<file path="src/hw/csr_map_pkg.sv">
`default_nettype none

package csr_map_pkg;

    // Machine information registers, read-only
    localparam logic [11:0] mvendorid_addr  = 12'hf11;
    localparam logic [11:0] marchid_addr    = 12'hf12;
    localparam logic [11:0] mimpid_addr     = 12'hf13;
    localparam logic [11:0] mhartid_addr    = 12'hf14;

    // Machine trap setup
    localparam logic [11:0] mstatus_addr    = 12'h300;
    localparam logic [11:0] misa_addr       = 12'h301;
    localparam logic [11:0] mie_addr        = 12'h304;
    localparam logic [11:0] mtvec_addr      = 12'h305;
    localparam logic [11:0] mcounteren_addr = 12'h306;

    // Machine trap handling
    localparam logic [11:0] mscratch_addr   = 12'h340;
    localparam logic [11:0] mepc_addr       = 12'h341;
    localparam logic [11:0] mcause_addr     = 12'h342;
    localparam logic [11:0] mtval_addr      = 12'h343;
    localparam logic [11:0] mip_addr        = 12'h344;

    // The core only ever runs in M-mode
    localparam logic [1:0] machine_mode = 2'b11;

    localparam int num_trap_regs = 4;

    localparam int trap_idx_mscratch = 0;
    localparam int trap_idx_mepc     = 1;
    localparam int trap_idx_mcause   = 2;
    localparam int trap_idx_mtval    = 3;

    // Address of each slot in the trap register array
    localparam logic [11:0] trap_reg_addr [num_trap_regs] = '{
        trap_idx_mscratch: mscratch_addr,
        trap_idx_mepc:     mepc_addr,
        trap_idx_mcause:   mcause_addr,
        trap_idx_mtval:    mtval_addr
    };

endpackage

`default_nettype wire

</file>
<file path="src/hw/csr_fields_pkg.sv">
`default_nettype none

package csr_fields_pkg;

    import csr_map_pkg::*;

    // mstatus layout as seen by an M-only hart
    typedef struct packed {
        logic [18:0] wpri_31_13;
        logic [1:0]  mpp;
        logic [2:0]  wpri_10_8;
        logic        mpie;
        logic [2:0]  wpri_6_4;
        logic        mie;
        logic [2:0]  wpri_2_0;
    } mstatus_fields_t;

    // One CSR data word, either raw or split into mstatus fields
    typedef union packed {
        logic [31:0]     raw;
        mstatus_fields_t fields;
    } csr_word_u;

    // MIE and MPIE
    localparam logic [31:0] mstatus_wmask = 32'h0000_0088;

    // Software, timer and external interrupt bits
    localparam logic [31:0] irq_wmask = 32'h0000_0888;

    // Reset values of mscratch, mepc, mcause and mtval
    localparam logic [31:0] trap_reset_val [num_trap_regs] = '{
        32'h0000_0000,
        32'h0000_0000,
        32'h0000_0000,
        32'h0000_0000
    };

    // RV32I, MXL = 1
    localparam logic [31:0] misa_val = 32'h4000_0100;

endpackage

`default_nettype wire

</file>
<file path="src/hw/csr_write_decode.sv">
`timescale 1ns/1ns
`default_nettype none

module csr_write_decode
    import csr_map_pkg::*;
(
    input  logic                     wr_csr_n,
    input  logic [11:0]              csr_wr_addr,
    output logic                     wr_mstatus,
    output logic                     wr_mie,
    output logic                     wr_mip,
    output logic [num_trap_regs-1:0] wr_trap
);

    logic wr_csr;

    // Strobe from the pipeline is active low
    assign wr_csr = !wr_csr_n;

    // Status and interrupt registers
    assign wr_mstatus = wr_csr && (csr_wr_addr == mstatus_addr);
    assign wr_mie     = wr_csr && (csr_wr_addr == mie_addr);
    assign wr_mip     = wr_csr && (csr_wr_addr == mip_addr);

    // One enable per trap register slot
    genvar i;
    generate
        for (i = 0; i < num_trap_regs; i++)
        begin : g_trap_wr
            assign wr_trap[i] = wr_csr && (csr_wr_addr == trap_reg_addr[i]);
        end
    endgenerate

    // Read-only and unknown addresses fall through with no enable set

endmodule

`default_nettype wire

</file>
<file path="src/hw/csr_trap_reg.sv">
`timescale 1ns/1ns
`default_nettype none

module csr_trap_reg
    import csr_fields_pkg::*;
#(
    parameter logic [31:0] reset_val = 32'h0000_0000
)
(
    input  logic        clk,
    input  logic        rst_n,
    input  logic        wr_reg,
    input  csr_word_u   data_in,
    output logic [31:0] value
);

    // Full 32-bit word, no field masking on trap registers
    always_ff @(posedge clk)
    begin
        if (!rst_n)
        begin
            value <= reset_val;
        end
        else if (wr_reg)
        begin
            value <= data_in.raw;
        end
    end

endmodule

`default_nettype wire

</file>
<file path="src/hw/csr_status_regs.sv">
`timescale 1ns/1ns
`default_nettype none

module csr_status_regs
    import csr_map_pkg::*;
    import csr_fields_pkg::*;
(
    input  logic        clk,
    input  logic        rst_n,
    input  logic        is_mret,
    input  logic        wr_mstatus,
    input  logic        wr_mie,
    input  logic        wr_mip,
    input  csr_word_u   data_in,
    output csr_word_u   mstatus,
    output logic [31:0] mie,
    output logic [31:0] mip,
    output logic        irq_pending
);

    logic      status_mie;
    logic      status_mpie;
    csr_word_u wr_word;

    // Keep only the writable mstatus bits
    assign wr_word.raw = data_in.raw & mstatus_wmask;

    // MRET takes priority over a software write
    always_ff @(posedge clk)
    begin
        if (!rst_n)
        begin
            status_mie  <= 1'b0;
            status_mpie <= 1'b0;
        end
        else if (is_mret)
        begin
            status_mie  <= status_mpie;
            status_mpie <= 1'b1;
        end
        else if (wr_mstatus)
        begin
            status_mie  <= wr_word.fields.mie;
            status_mpie <= wr_word.fields.mpie;
        end
    end

    // MPP is hardwired, no lower modes to return to
    always_comb
    begin
        mstatus.raw         = 32'h0000_0000;
        mstatus.fields.mpp  = machine_mode;
        mstatus.fields.mpie = status_mpie;
        mstatus.fields.mie  = status_mie;
    end

    // Interrupt enable and pending, software written only
    always_ff @(posedge clk)
    begin
        if (!rst_n)
        begin
            mie <= 32'h0000_0000;
            mip <= 32'h0000_0000;
        end
        else
        begin
            if (wr_mie)
                mie <= data_in.raw & irq_wmask;
            if (wr_mip)
                mip <= data_in.raw & irq_wmask;
        end
    end

    // Global enable plus at least one enabled pending source
    assign irq_pending = status_mie && |(mie & mip);

endmodule

`default_nettype wire

</file>
<file path="src/hw/csr_read_mux.sv">
`timescale 1ns/1ns
`default_nettype none

module csr_read_mux
    import csr_map_pkg::*;
    import csr_fields_pkg::*;
#(
    parameter logic [31:0] hart_id    = 32'h0000_0000,
    parameter logic [31:0] mtvec_base = 32'h0000_0000
)
(
    input  logic [11:0]                   csr_addr,
    input  csr_word_u                     mstatus,
    input  logic [31:0]                   mie,
    input  logic [31:0]                   mip,
    input  logic [num_trap_regs-1:0][31:0] trap_vals,
    output csr_word_u                     csr_out
);

    always_comb
    begin
        case (csr_addr)
            // Info registers not implemented, read as zero
            mvendorid_addr:  csr_out.raw = 32'h0000_0000;
            marchid_addr:    csr_out.raw = 32'h0000_0000;
            mimpid_addr:     csr_out.raw = 32'h0000_0000;
            mhartid_addr:    csr_out.raw = hart_id;

            mstatus_addr:    csr_out     = mstatus;
            misa_addr:       csr_out.raw = misa_val;
            mie_addr:        csr_out.raw = mie;
            mtvec_addr:      csr_out.raw = mtvec_base;
            mcounteren_addr: csr_out.raw = 32'h0000_0000;
            mip_addr:        csr_out.raw = mip;

            default:
            begin
                // Trap registers, otherwise zero for unknown addresses
                csr_out.raw = 32'h0000_0000;
                for (int i = 0; i < num_trap_regs; i++)
                begin
                    if (csr_addr == trap_reg_addr[i])
                        csr_out.raw = trap_vals[i];
                end
            end
        endcase
    end

endmodule

`default_nettype wire

</file>
<file path="src/hw/csr_file.sv">
`timescale 1ns/1ns
`default_nettype none

module csr_file
    import csr_map_pkg::*;
    import csr_fields_pkg::*;
#(
    parameter logic [31:0] hart_id    = 32'h0000_0000,
    parameter logic [31:0] mtvec_base = 32'h0000_0000
)
(
    input  logic        clk,
    input  logic        rst_n,
    // Read port
    input  logic [11:0] csr_addr,
    // Write port
    input  logic [11:0] csr_wr_addr,
    input  csr_word_u   csr_data_in,
    input  logic        wr_csr_n,
    // One-cycle pulse on MRET
    input  logic        is_mret,
    output csr_word_u   csr_out,
    output logic        irq_pending
);

    logic                           wr_mstatus;
    logic                           wr_mie;
    logic                           wr_mip;
    logic [num_trap_regs-1:0]       wr_trap;
    csr_word_u                      mstatus;
    logic [31:0]                    mie;
    logic [31:0]                    mip;
    logic [num_trap_regs-1:0][31:0] trap_vals;

    csr_write_decode i_write_decode (
        .wr_csr_n    (wr_csr_n),
        .csr_wr_addr (csr_wr_addr),
        .wr_mstatus  (wr_mstatus),
        .wr_mie      (wr_mie),
        .wr_mip      (wr_mip),
        .wr_trap     (wr_trap)
    );

    csr_status_regs i_status_regs (
        .clk         (clk),
        .rst_n       (rst_n),
        .is_mret     (is_mret),
        .wr_mstatus  (wr_mstatus),
        .wr_mie      (wr_mie),
        .wr_mip      (wr_mip),
        .data_in     (csr_data_in),
        .mstatus     (mstatus),
        .mie         (mie),
        .mip         (mip),
        .irq_pending (irq_pending)
    );

    // mscratch, mepc, mcause, mtval
    genvar i;
    generate
        for (i = 0; i < num_trap_regs; i++)
        begin : g_trap_reg
            csr_trap_reg #(
                .reset_val (trap_reset_val[i])
            ) i_trap_reg (
                .clk     (clk),
                .rst_n   (rst_n),
                .wr_reg  (wr_trap[i]),
                .data_in (csr_data_in),
                .value   (trap_vals[i])
            );
        end
    endgenerate

    csr_read_mux #(
        .hart_id    (hart_id),
        .mtvec_base (mtvec_base)
    ) i_read_mux (
        .csr_addr  (csr_addr),
        .mstatus   (mstatus),
        .mie       (mie),
        .mip       (mip),
        .trap_vals (trap_vals),
        .csr_out   (csr_out)
    );

endmodule

`default_nettype wire

</file>
<file path="config.mk">
export PLATFORM = sky130hd
export DESIGN_NAME = csr_file
export DESIGN_NICKNAME = d
export VERILOG_FILES = /design/src/hw/csr_map_pkg.sv /design/src/hw/csr_fields_pkg.sv /design/src/hw/csr_write_decode.sv /design/src/hw/csr_trap_reg.sv /design/src/hw/csr_status_regs.sv /design/src/hw/csr_read_mux.sv /design/src/hw/csr_file.sv
export SDC_FILE = /design/constraint.sdc
export NUM_CORES = 1
export LEC_CHECK = 0
export ABC_AREA = 1
export BUFFER_PORTS_ARGS = -buffer_cell sky130_fd_sc_hd__buf_2
export CORE_MARGIN = 5
export CORE_UTILIZATION = 55
export DETAILED_ROUTE_END_ITERATION = 7
export PLACE_DENSITY_LB_ADDON = 0.05
export SLEW_MARGIN = 40
export SYNTH_ARGS = -nofsm -noshare
export SYNTH_HDL_FRONTEND = slang
export SYNTH_SLANG_ARGS = --single-unit
</file>
<file path="constraint.sdc">
create_clock -name clk -period 3.6 [get_ports clk]
set_clock_uncertainty 0.15 [all_clocks]
set_input_delay 0.72 -clock clk [delete_from_list [all_inputs] [get_ports clk]]
set_output_delay 0.72 -clock clk [all_outputs]
set_load 0.005 [all_outputs]
</file>
## Yosys cells after proc, flatten, opt, wreduce, memory -nomap -nowiden

Index checks and enable logic that the tools add are counted.

| cells by class | value |
|---|---|
| $add $sub $neg | 0 |
| multipliers | 0 |
| divide/modulo/power cells | 0 |
| $lt $le $gt $ge | 0 |
| equal/unequal tests | 21 |
| shifts and indexed selects | 0 |
| multiplexer cells | 9 |
| bitwise operators | 1 |
| reductions and logical operators | 12 |

Operators with widths:

| operator | number |
|---|---|
| 12-bit by 10-bit == test with 1-bit output (second input constant) | 17 |
| 32-bit case mux with 5 select lines | 1 |
| 32-bit 2-to-1 mux | 4 |
| 12-bit == test (second input constant) | 4 |
| 32-bit OR reduction | 1 |
| 12-bit bitwise AND | 1 |
| 1-bit logical AND | 8 |
| 6-bit OR reduction | 1 |
| 1-bit 2-to-1 mux | 4 |
| 2-bit nonzero test | 1 |
| 1-bit zero test | 1 |

| storage, ports and cells | value |
|---|---|
| register bits after elaboration | 136 |
| bits in latches | 0 |
| memory bits (writable) | 0 |
| bits in read-only memories | 0 |
| input bits | 60 |
| word-level logic and storage cells | 51 |
| memories | 0 |

## Logic depth before layout (Yosys ltp)

Gate-level depths: netlist (run 1).

| depth | value |
|---|---|
| depth in word-level cells | 6 |
| gate-level depth with buffers | 12 |

## Modules after synthesis

A second synthesis (run 1) with hierarchy kept.

| second synthesis, totals | value |
|---|---|
| cells, all modules | 1504 |
| area, all modules | 9021.2 sq um |

Modules (own cells, without submodules):

| module | instances | cells each | area each (sq um) |
|---|---|---|---|
| csr_trap_reg | 4 | 202 | 1335.0 |
| csr_read_mux | 1 | 523 | 2508.7 |
| csr_status_regs | 1 | 140 | 1004.7 |
| csr_write_decode | 1 | 33 | 167.7 |

## Worst setup path after synthesis (run 1)

Ideal clock, no wire load.

| timing | value |
|---|---|
| path type | input-to-output |
| from | in csr_addr[11] |
| to | out csr_out[0] (netlist bit) |
| data arrival time | 1.745 ns |
| data required time | 2.730 ns |
| path slack | 0.985 ns |
| stages on the path | 9 |
| path buffers | 2 |
| cell sequence | nor2_1 > nand2_1 > nor2_4 > buf_6 > nand3_2 > buf_4 > o21ai_1 > nor2_1 > nor2_1 |

RTL lines:

| item | RTL line | text |
|---|---|---|
| start: declaration | csr_file.sv:15 | `input logic [11:0] csr_addr,` |
| end: declaration | csr_file.sv:22 | `output csr_word_u csr_out,` |

==> impl_results.md, run 1 <==
* Most frequent cells in the layout: 162 x o21ai_0, 151 x nor2_1, 136 x dfxtp_1
* Cts hold-fix bufs at 0
* Maximum vdd drop at ~0.46 mV
* Chip Height at ~120 microns
* All-layer global routing usage at approximately a quarter
* TritonCTS clock tree: yes
* Net load switching power at slightly above 0.7 mW
* Final worst path period share at ~90%
* Area of the multi-input gates at around 2900 sq um
* Power density over cell area at 462 nW/um^2
* CP endpoint kind: output port
* Starting density of the core at ~56%
* Slew @ Worst Pin at about 0.67 ns
* PostCTS Resize Cnt at 0
* Met2 usage at a little over two fifths
* Yosys top cell area share at a little over two fifths
* Number of port buffers at slightly above 90
* Routability Congestion at about 0.85
* Unrepaired setup endpoints after global routing: false
* Register area share after synthesis at a little over two fifths
* Top cell by count, worst path: nor2_1
* R2R cell count at 4
* Worst reg2reg path startpoint: i_status_regs.status_mpie
* Cell taking the most area after synthesis: dfxtp_1
* Core box area at 11400 sq um
* Leakage at 2.98 nW
* Final Cell Area at ~7500 sq um
* Synth Cell Area at around 6400 sq um
* First-iteration detailed-routing DRC count at 524
* Die area at ~14000 sq um
* Min Tclk post-route at approximately 3.3 ns
* Cell count after synthesis at 920
* Largest net degree at the start of global routing at 65
* Area delta synth->final at 17.4%
* Final slew viol count at 0
* Crit path largest cell delay at roughly 0.34 ns
* Tightest Hold Check Type: register to register
* Clock slew at reported path FFs at approximately 0.06 ns
* H-tree depth at 4
* Drt drc at 0
* Clock network power share at a little over half
* Critical path depth at 9
* Crit path from: csr_addr[3]
* Status: completed
* Gr busiest metal: met2
* Avg WL per Cell at ~15 microns
* Avg Synthesized Cell Area at 6.93 sq um
* Antenna-violating nets left at 0
* Postcts setup bufs at 0
* Met1 Resource Use GR at around 29%
* Syn_nets at 980
* Final setup TNS at 0 ns
* Sequential power share at between 40% and 50%
* Int Pwr at about 2.7 mW
* Final-stage net count at roughly 1000
* GR Overflow Total at 0
* Yosys warns at 0
* Combinational Power Share at under 10%
* Via density at 5.42
* Sw Share at 21.0%
* Root buffer cell: clkbuf_16
* Crit path cell chain: buf_2 > nor2_4 > inv_2 > nor2_1 > nand3_2 > o21ai_1 > nor2_1 > nor2_1 > buf_2
* Antenna violations before repair at 0
* Layout cells sized above 1 at about 16%
* Peak Freq at 302 MHz
* Top cells by area, synth: dfxtp_1 43%, o21ai_0 13%, nor2_1 8.9%, a21oi_1 8.1%, inv_1 7.3%
* Hold Fails Final Rpt at 0
* Critical path's slowest cell: nor2_4
* Worst rel slew slack at a little under three fifths
* WP data arrival at approximately 2.5 ns
* First-pass GRT wire length at 27.7 mm
* Crit Path Category: input port to output port
* Ant diodes at 0
* Via count of the first global-routing pass at approximately 6000
* Worst hold path depth at 2
* Hold Startpoint: g_trap_reg[3].i_trap_reg.value[20]
* DP HPWL at 10.6 mm
* Fillers at ~1000
* FF+latch count, synth at between 100 and 150
* DIE WIDTH at 118 microns
* Startpoint types: input port
* Register area at around 2700 sq um
* CP required at approximately 2.7 ns
* Worst Path Buf+Inv at 3
* Finish-stage setup viols at 0
* I/O Pins at 93
* Cell family with most CP delay: simple AND/OR/NAND/NOR gates
* Dpl cell area at roughly 7000 sq um
* Inserted Clock Buffers at 17
* M3 GR Usage at 6.15%
* Row count at 39
* First-pass detailed-route iteration total at 6
* CTS max path bufs at 2
* Unique cell type count in the Yosys netlist at 25
* Commonest non-fill, non-tap cell in the layout: o21ai_0
* Clk Latency, worst-skew pair at 0.42 ns
* Max Fanout on Critical Path at 16
* Routed vias at slightly above 6000
* Clk sinks at about 140
* Detailed Route WL at 16.5 mm
* Max Cap Violations at 0
==> through the flow <==
step	utilization [%]	hold WS, ns	worst slack, ns	cells	total power [mW]
after global routing	65.8	0.312	0.159	1137	3.56
after detailed placement	60.4	0.283	0.319	1108	1.68
after CTS	65.8	0.292	0.310	1137	3.47
after floorplan	-	0.270	0.985	920	1.62
after global placement	60.4	0.279	0.360	1108	1.68
final	65.8	0.288	0.284	1137	3.46
==> sequential cells by signal, summed over array words and instances (netlist names) <==
name	count
g_trap.i_trap_reg.value	128
i_status_regs.mie	3
i_status_regs.mip	3
i_status_regs.status_mie	1
i_status_regs.status_mpie	1
==> worst paths after layout <==
path | slack [ns] | end
setup / recovery | 0.28 | csr_out[14]
hold / removal | 0.29 | g_trap_reg[3].i_trap_reg.value[20]
setup reg to reg | 2.69 | i_status_regs.status_mie
hold reg to reg | 0.29 | g_trap_reg[3].i_trap_reg.value[20]
==> power by group through the flow <==
stage | Sequential (mW) | Combinational, mW | Clock, mW
floorplan | 1.54 | 0.0792 | 0
global placement | 1.54 | 0.138 | 0
detailed placement | 1.54 | 0.144 | 0
CTS | 1.51 | 0.145 | 1.81
global route | 1.51 | 0.167 | 1.88
finish | 1.51 | 0.146 | 1.80
==> worst min-delay path: cells and delay by family, from the launching register on <==
family | cells | cell delay (ns)
AOI/OAI and AO/OA | 1 | 0.05
buffers and inverters | 1 | 0.04
DFF | 1 | 0.30
==> layout make-up <==
class | instances | area share, %
clock buffers | 23 | 6.66
multi-input cells | 595 | 38.4
well taps | 143 | 2.39
flip-flops and latches | 136 | 36.4
inverters | 130 | 6.59
clock inverters | 6 | 1.54
repair buffers | 104 | 8.03
==> metal layers <==
| metal | vias to the layer above | part of all wire [%] |
|---|---|---|
| met5 | - | 0 |
| met4 | 0 | 1.2 |
| met3 | 22 | 5.3 |
| met2 | 164 | 50 |
| met1 | 2839 | 43 |
| li1 | 3139 | - |
==> cells in the mapped netlist <==
cell       number
o21ai_0       162
clkbuf_1       38
dfxtp_1       136
o221ai_1        1
nand3_1        45
nor3_1          1
inv_2           4
nand3_2         6
nand4_1        10
buf_1           2
buf_2          10
o22ai_1         2
inv_1         124
inv_4           2
nor2_2          3
o21ai_1        43
o2111ai_1       6
buf_4           4
a21oi_1       103
nor2_1        151
nand2_1        47
buf_6           5
nand2_4         3
a21boi_0        7
nor2_4          5
==> cell families (layout without fill, tap and decap cells) <==
family          after synthesis  count (layout)  synth area share [%]
compound gates              324             324                  26.2
simple gates                271             271                  18.9
buf+inv                     189             263                  12.2
flops                       136             136                  42.7
Note: power is estimated with default switching activity, not from simulation.
==> inputs of run 2 (changes only) <==
--- a/config.mk
+++ b/config.mk
@@ -11,7 +11,6 @@
 export CORE_UTILIZATION = 55
 export DETAILED_ROUTE_END_ITERATION = 7
 export PLACE_DENSITY_LB_ADDON = 0.05
-export SLEW_MARGIN = 40
 export SYNTH_ARGS = -nofsm -noshare
 export SYNTH_HDL_FRONTEND = slang
 export SYNTH_SLANG_ARGS = --single-unit
==> constraint.sdc (replaced) <==
create_clock -name clk -period 4.2 [get_ports clk]
set_clock_uncertainty 0.15 [all_clocks]
set_input_delay 0.84 -clock clk [delete_from_list [all_inputs] [get_ports clk]]
set_output_delay 0.84 -clock clk [all_outputs]
set_load 0.005 [all_outputs]
==> run 2 against run 1 <==
  * Setup slack improved by 0.27 ns
  * Sequential cell count is the same
  * Register-to-register slack gained 0.56 ns
  * Die area did not move
  * Total power decreased by 16%
  * Final cell count hardly changed
  * Combinational power fell by 14%
  * Largest cell class unchanged
  * Largest power group unchanged
  * Highest routed layer unchanged
==> impl_results.md, run 2 (synthesized netlist as in run 1, its figures left out) <==
* Clock network power share at between 50% and 60%
* Final Util at 65.0%
* Cts hold-fix bufs at 0
* Layout cells sized above 1 at between 10% and 20%
* Clk Latency, worst-skew pair at about 0.42 ns
* Finish-stage setup viols at 0
* Max Cap Violations at 0
* Antenna-violating nets left at 0
* TritonCTS clock tree: yes
* Routability Congestion at just over 0.8
* Largest net degree at the start of global routing at between 100 and 150
* Row count at 39
* Peak Freq at around 270 MHz
* Unrepaired setup endpoints after global routing: false
* Root buffer cell: clkbuf_16
* Commonest non-fill, non-tap cell in the layout: o21ai_0
* Slew @ Worst Pin at approximately 1.1 ns
* Min Tclk post-route at between 3 and 4 ns
* Routed vias at around 6200
* CP endpoint kind: output port
* Most frequent cells in the layout: 162 x o21ai_0, 151 x nor2_1, 136 x dfxtp_1
* Sw Share at between 20% and 30%
* Die area at about 14000 sq um
* Net load switching power at roughly 0.62 mW
* CTS max path bufs at 2
* Int Pwr at around 2.3 mW
* Startpoint types: input port
* Number of flip-flops under the largest register name at roughly 130
* Sequential power share at 44.3%
* WP data arrival at 2.66 ns
* Maximum vdd drop at between 0.2 and 0.3 mV
* Tightest Hold Check Type: register to register
* Number of port buffers at 92
* Tot Pwr at ~3 mW
* Worst rel slew slack at a little over a quarter
* PnR worst setup slack at roughly 0.55 ns
* Postcts setup bufs at 0
* Final worst path period share at 86.9%
* Detailed Route WL at 16.5 mm
* Final slew viol count at 0
* Hold Fails Final Rpt at 0
* Crit Path Category: input port to output port
* First-pass GRT wire length at roughly 28 mm
* Antenna violations before repair at 1
* GR Overflow Total at 0
* Chip Height at ~120 microns
* Area delta synth->final at 16.0%
* Setup WS pre-CTS at 0.591 ns
* Max Fanout on Critical Path at 26
* Drt drc at 0
* I/O Pins at 93
* Clk sinks at 136
* Starting density of the core at 56.1%
* DIE WIDTH at between 100 and 150 microns
* Avg WL per Cell at between 10 and 15 microns
* Via count of the first global-routing pass at 5705
* Final setup TNS at 0 ns
* First-iteration detailed-routing DRC count at 510
* Final-stage net count at 1042
* All-layer global routing usage at a little under a quarter
* H-tree depth at 4
* Largest register by flop count: g_trap.i_trap_reg.value
* PostCTS Resize Cnt at 0
* Core box area at between 10000 and 15000 sq um
* First-pass detailed-route iteration total at 5
* Inserted Clock Buffers at 17
* Status: completed
* Clock slew at reported path FFs at 0.06 ns
* Leakage at around 3 nW
* DP HPWL at 10.3 mm
* Via density at 5.45
* Power density over cell area at ~400 nW/um^2
* Largest registers: g_trap.i_trap_reg.value (128), i_status_regs.mie (3), i_status_regs.mip (3)
* Combinational Power Share at approximately 4.3%
* CP required at 3.21 ns
run 2: per-layer routing:
| metal | GRT usage [%] | up-vias | wire length [microns] |
|---|---|---|---|
| met3 | 5.77 | 16 | 927 |
| met1 | 30.4 | 2884 | 7280 |
| met2 | 39.8 | 166 | 8080 |
| met4 | 8.10 | 0 | 195 |
| met5 | 0 | - | 0 |
| li1 | - | 3140 | - |
run 2: power groups by stage:
| stage | combinational [mW] | clock, mW | sequential [mW] |
|---|---|---|---|
| floorplan | 0.0679 | 0 | 1.32 |
| global placement | 0.118 | 0 | 1.32 |
| detailed placement | 0.123 | 0 | 1.32 |
| CTS | 0.124 | 1.51 | 1.29 |
| global route | 0.143 | 1.58 | 1.29 |
| finish | 0.125 | 1.50 | 1.29 |
run 2: final cells by class:
type | count | area (sq um)
fillers | 1074 | 3980
multi-input cells | 595 | 2870
flip-flops and latches | 136 | 2720
repair buffers | 102 | 536
inverters | 130 | 493
clock buffers | 23 | 468
well taps | 143 | 179
clock inverters | 8 | 121
diodes | 1 | 2.50
run 2: worst paths after layout:
kind,start,endpoint,slack (ns),cells after the start
min,g_trap_reg[3].i_trap_reg.value[20],g_trap_reg[3].i_trap_reg.value[20],0.29,2
max reg2reg,i_status_regs.status_mpie,i_status_regs.status_mie,3.25,4
max,csr_addr[5],csr_out[22],0.55,10
min reg2reg,g_trap_reg[3].i_trap_reg.value[20],g_trap_reg[3].i_trap_reg.value[20],0.29,2
run 2: metrics by stage:
stage,cell area [sq um],instances,hold WS [ns]
2_1_floorplan,6370,920,0.270
3_3_place_gp,6800,1106,0.282
3_5_place_dp,6800,1106,0.283
4_1_cts,7390,1137,0.292
5_1_grt,7390,1138,0.304
6_report,7390,1138,0.291
run 2: critical path, stage by stage:
cell     delay [ns]
buf_2          0.10
nor2_1         0.10
nand2_1        0.11
nor2_4         0.16
buf_4          0.32
nand3_2        0.40
o21ai_1        0.25
nor2_1         0.05
nor2_1         0.17
buf_2          0.14
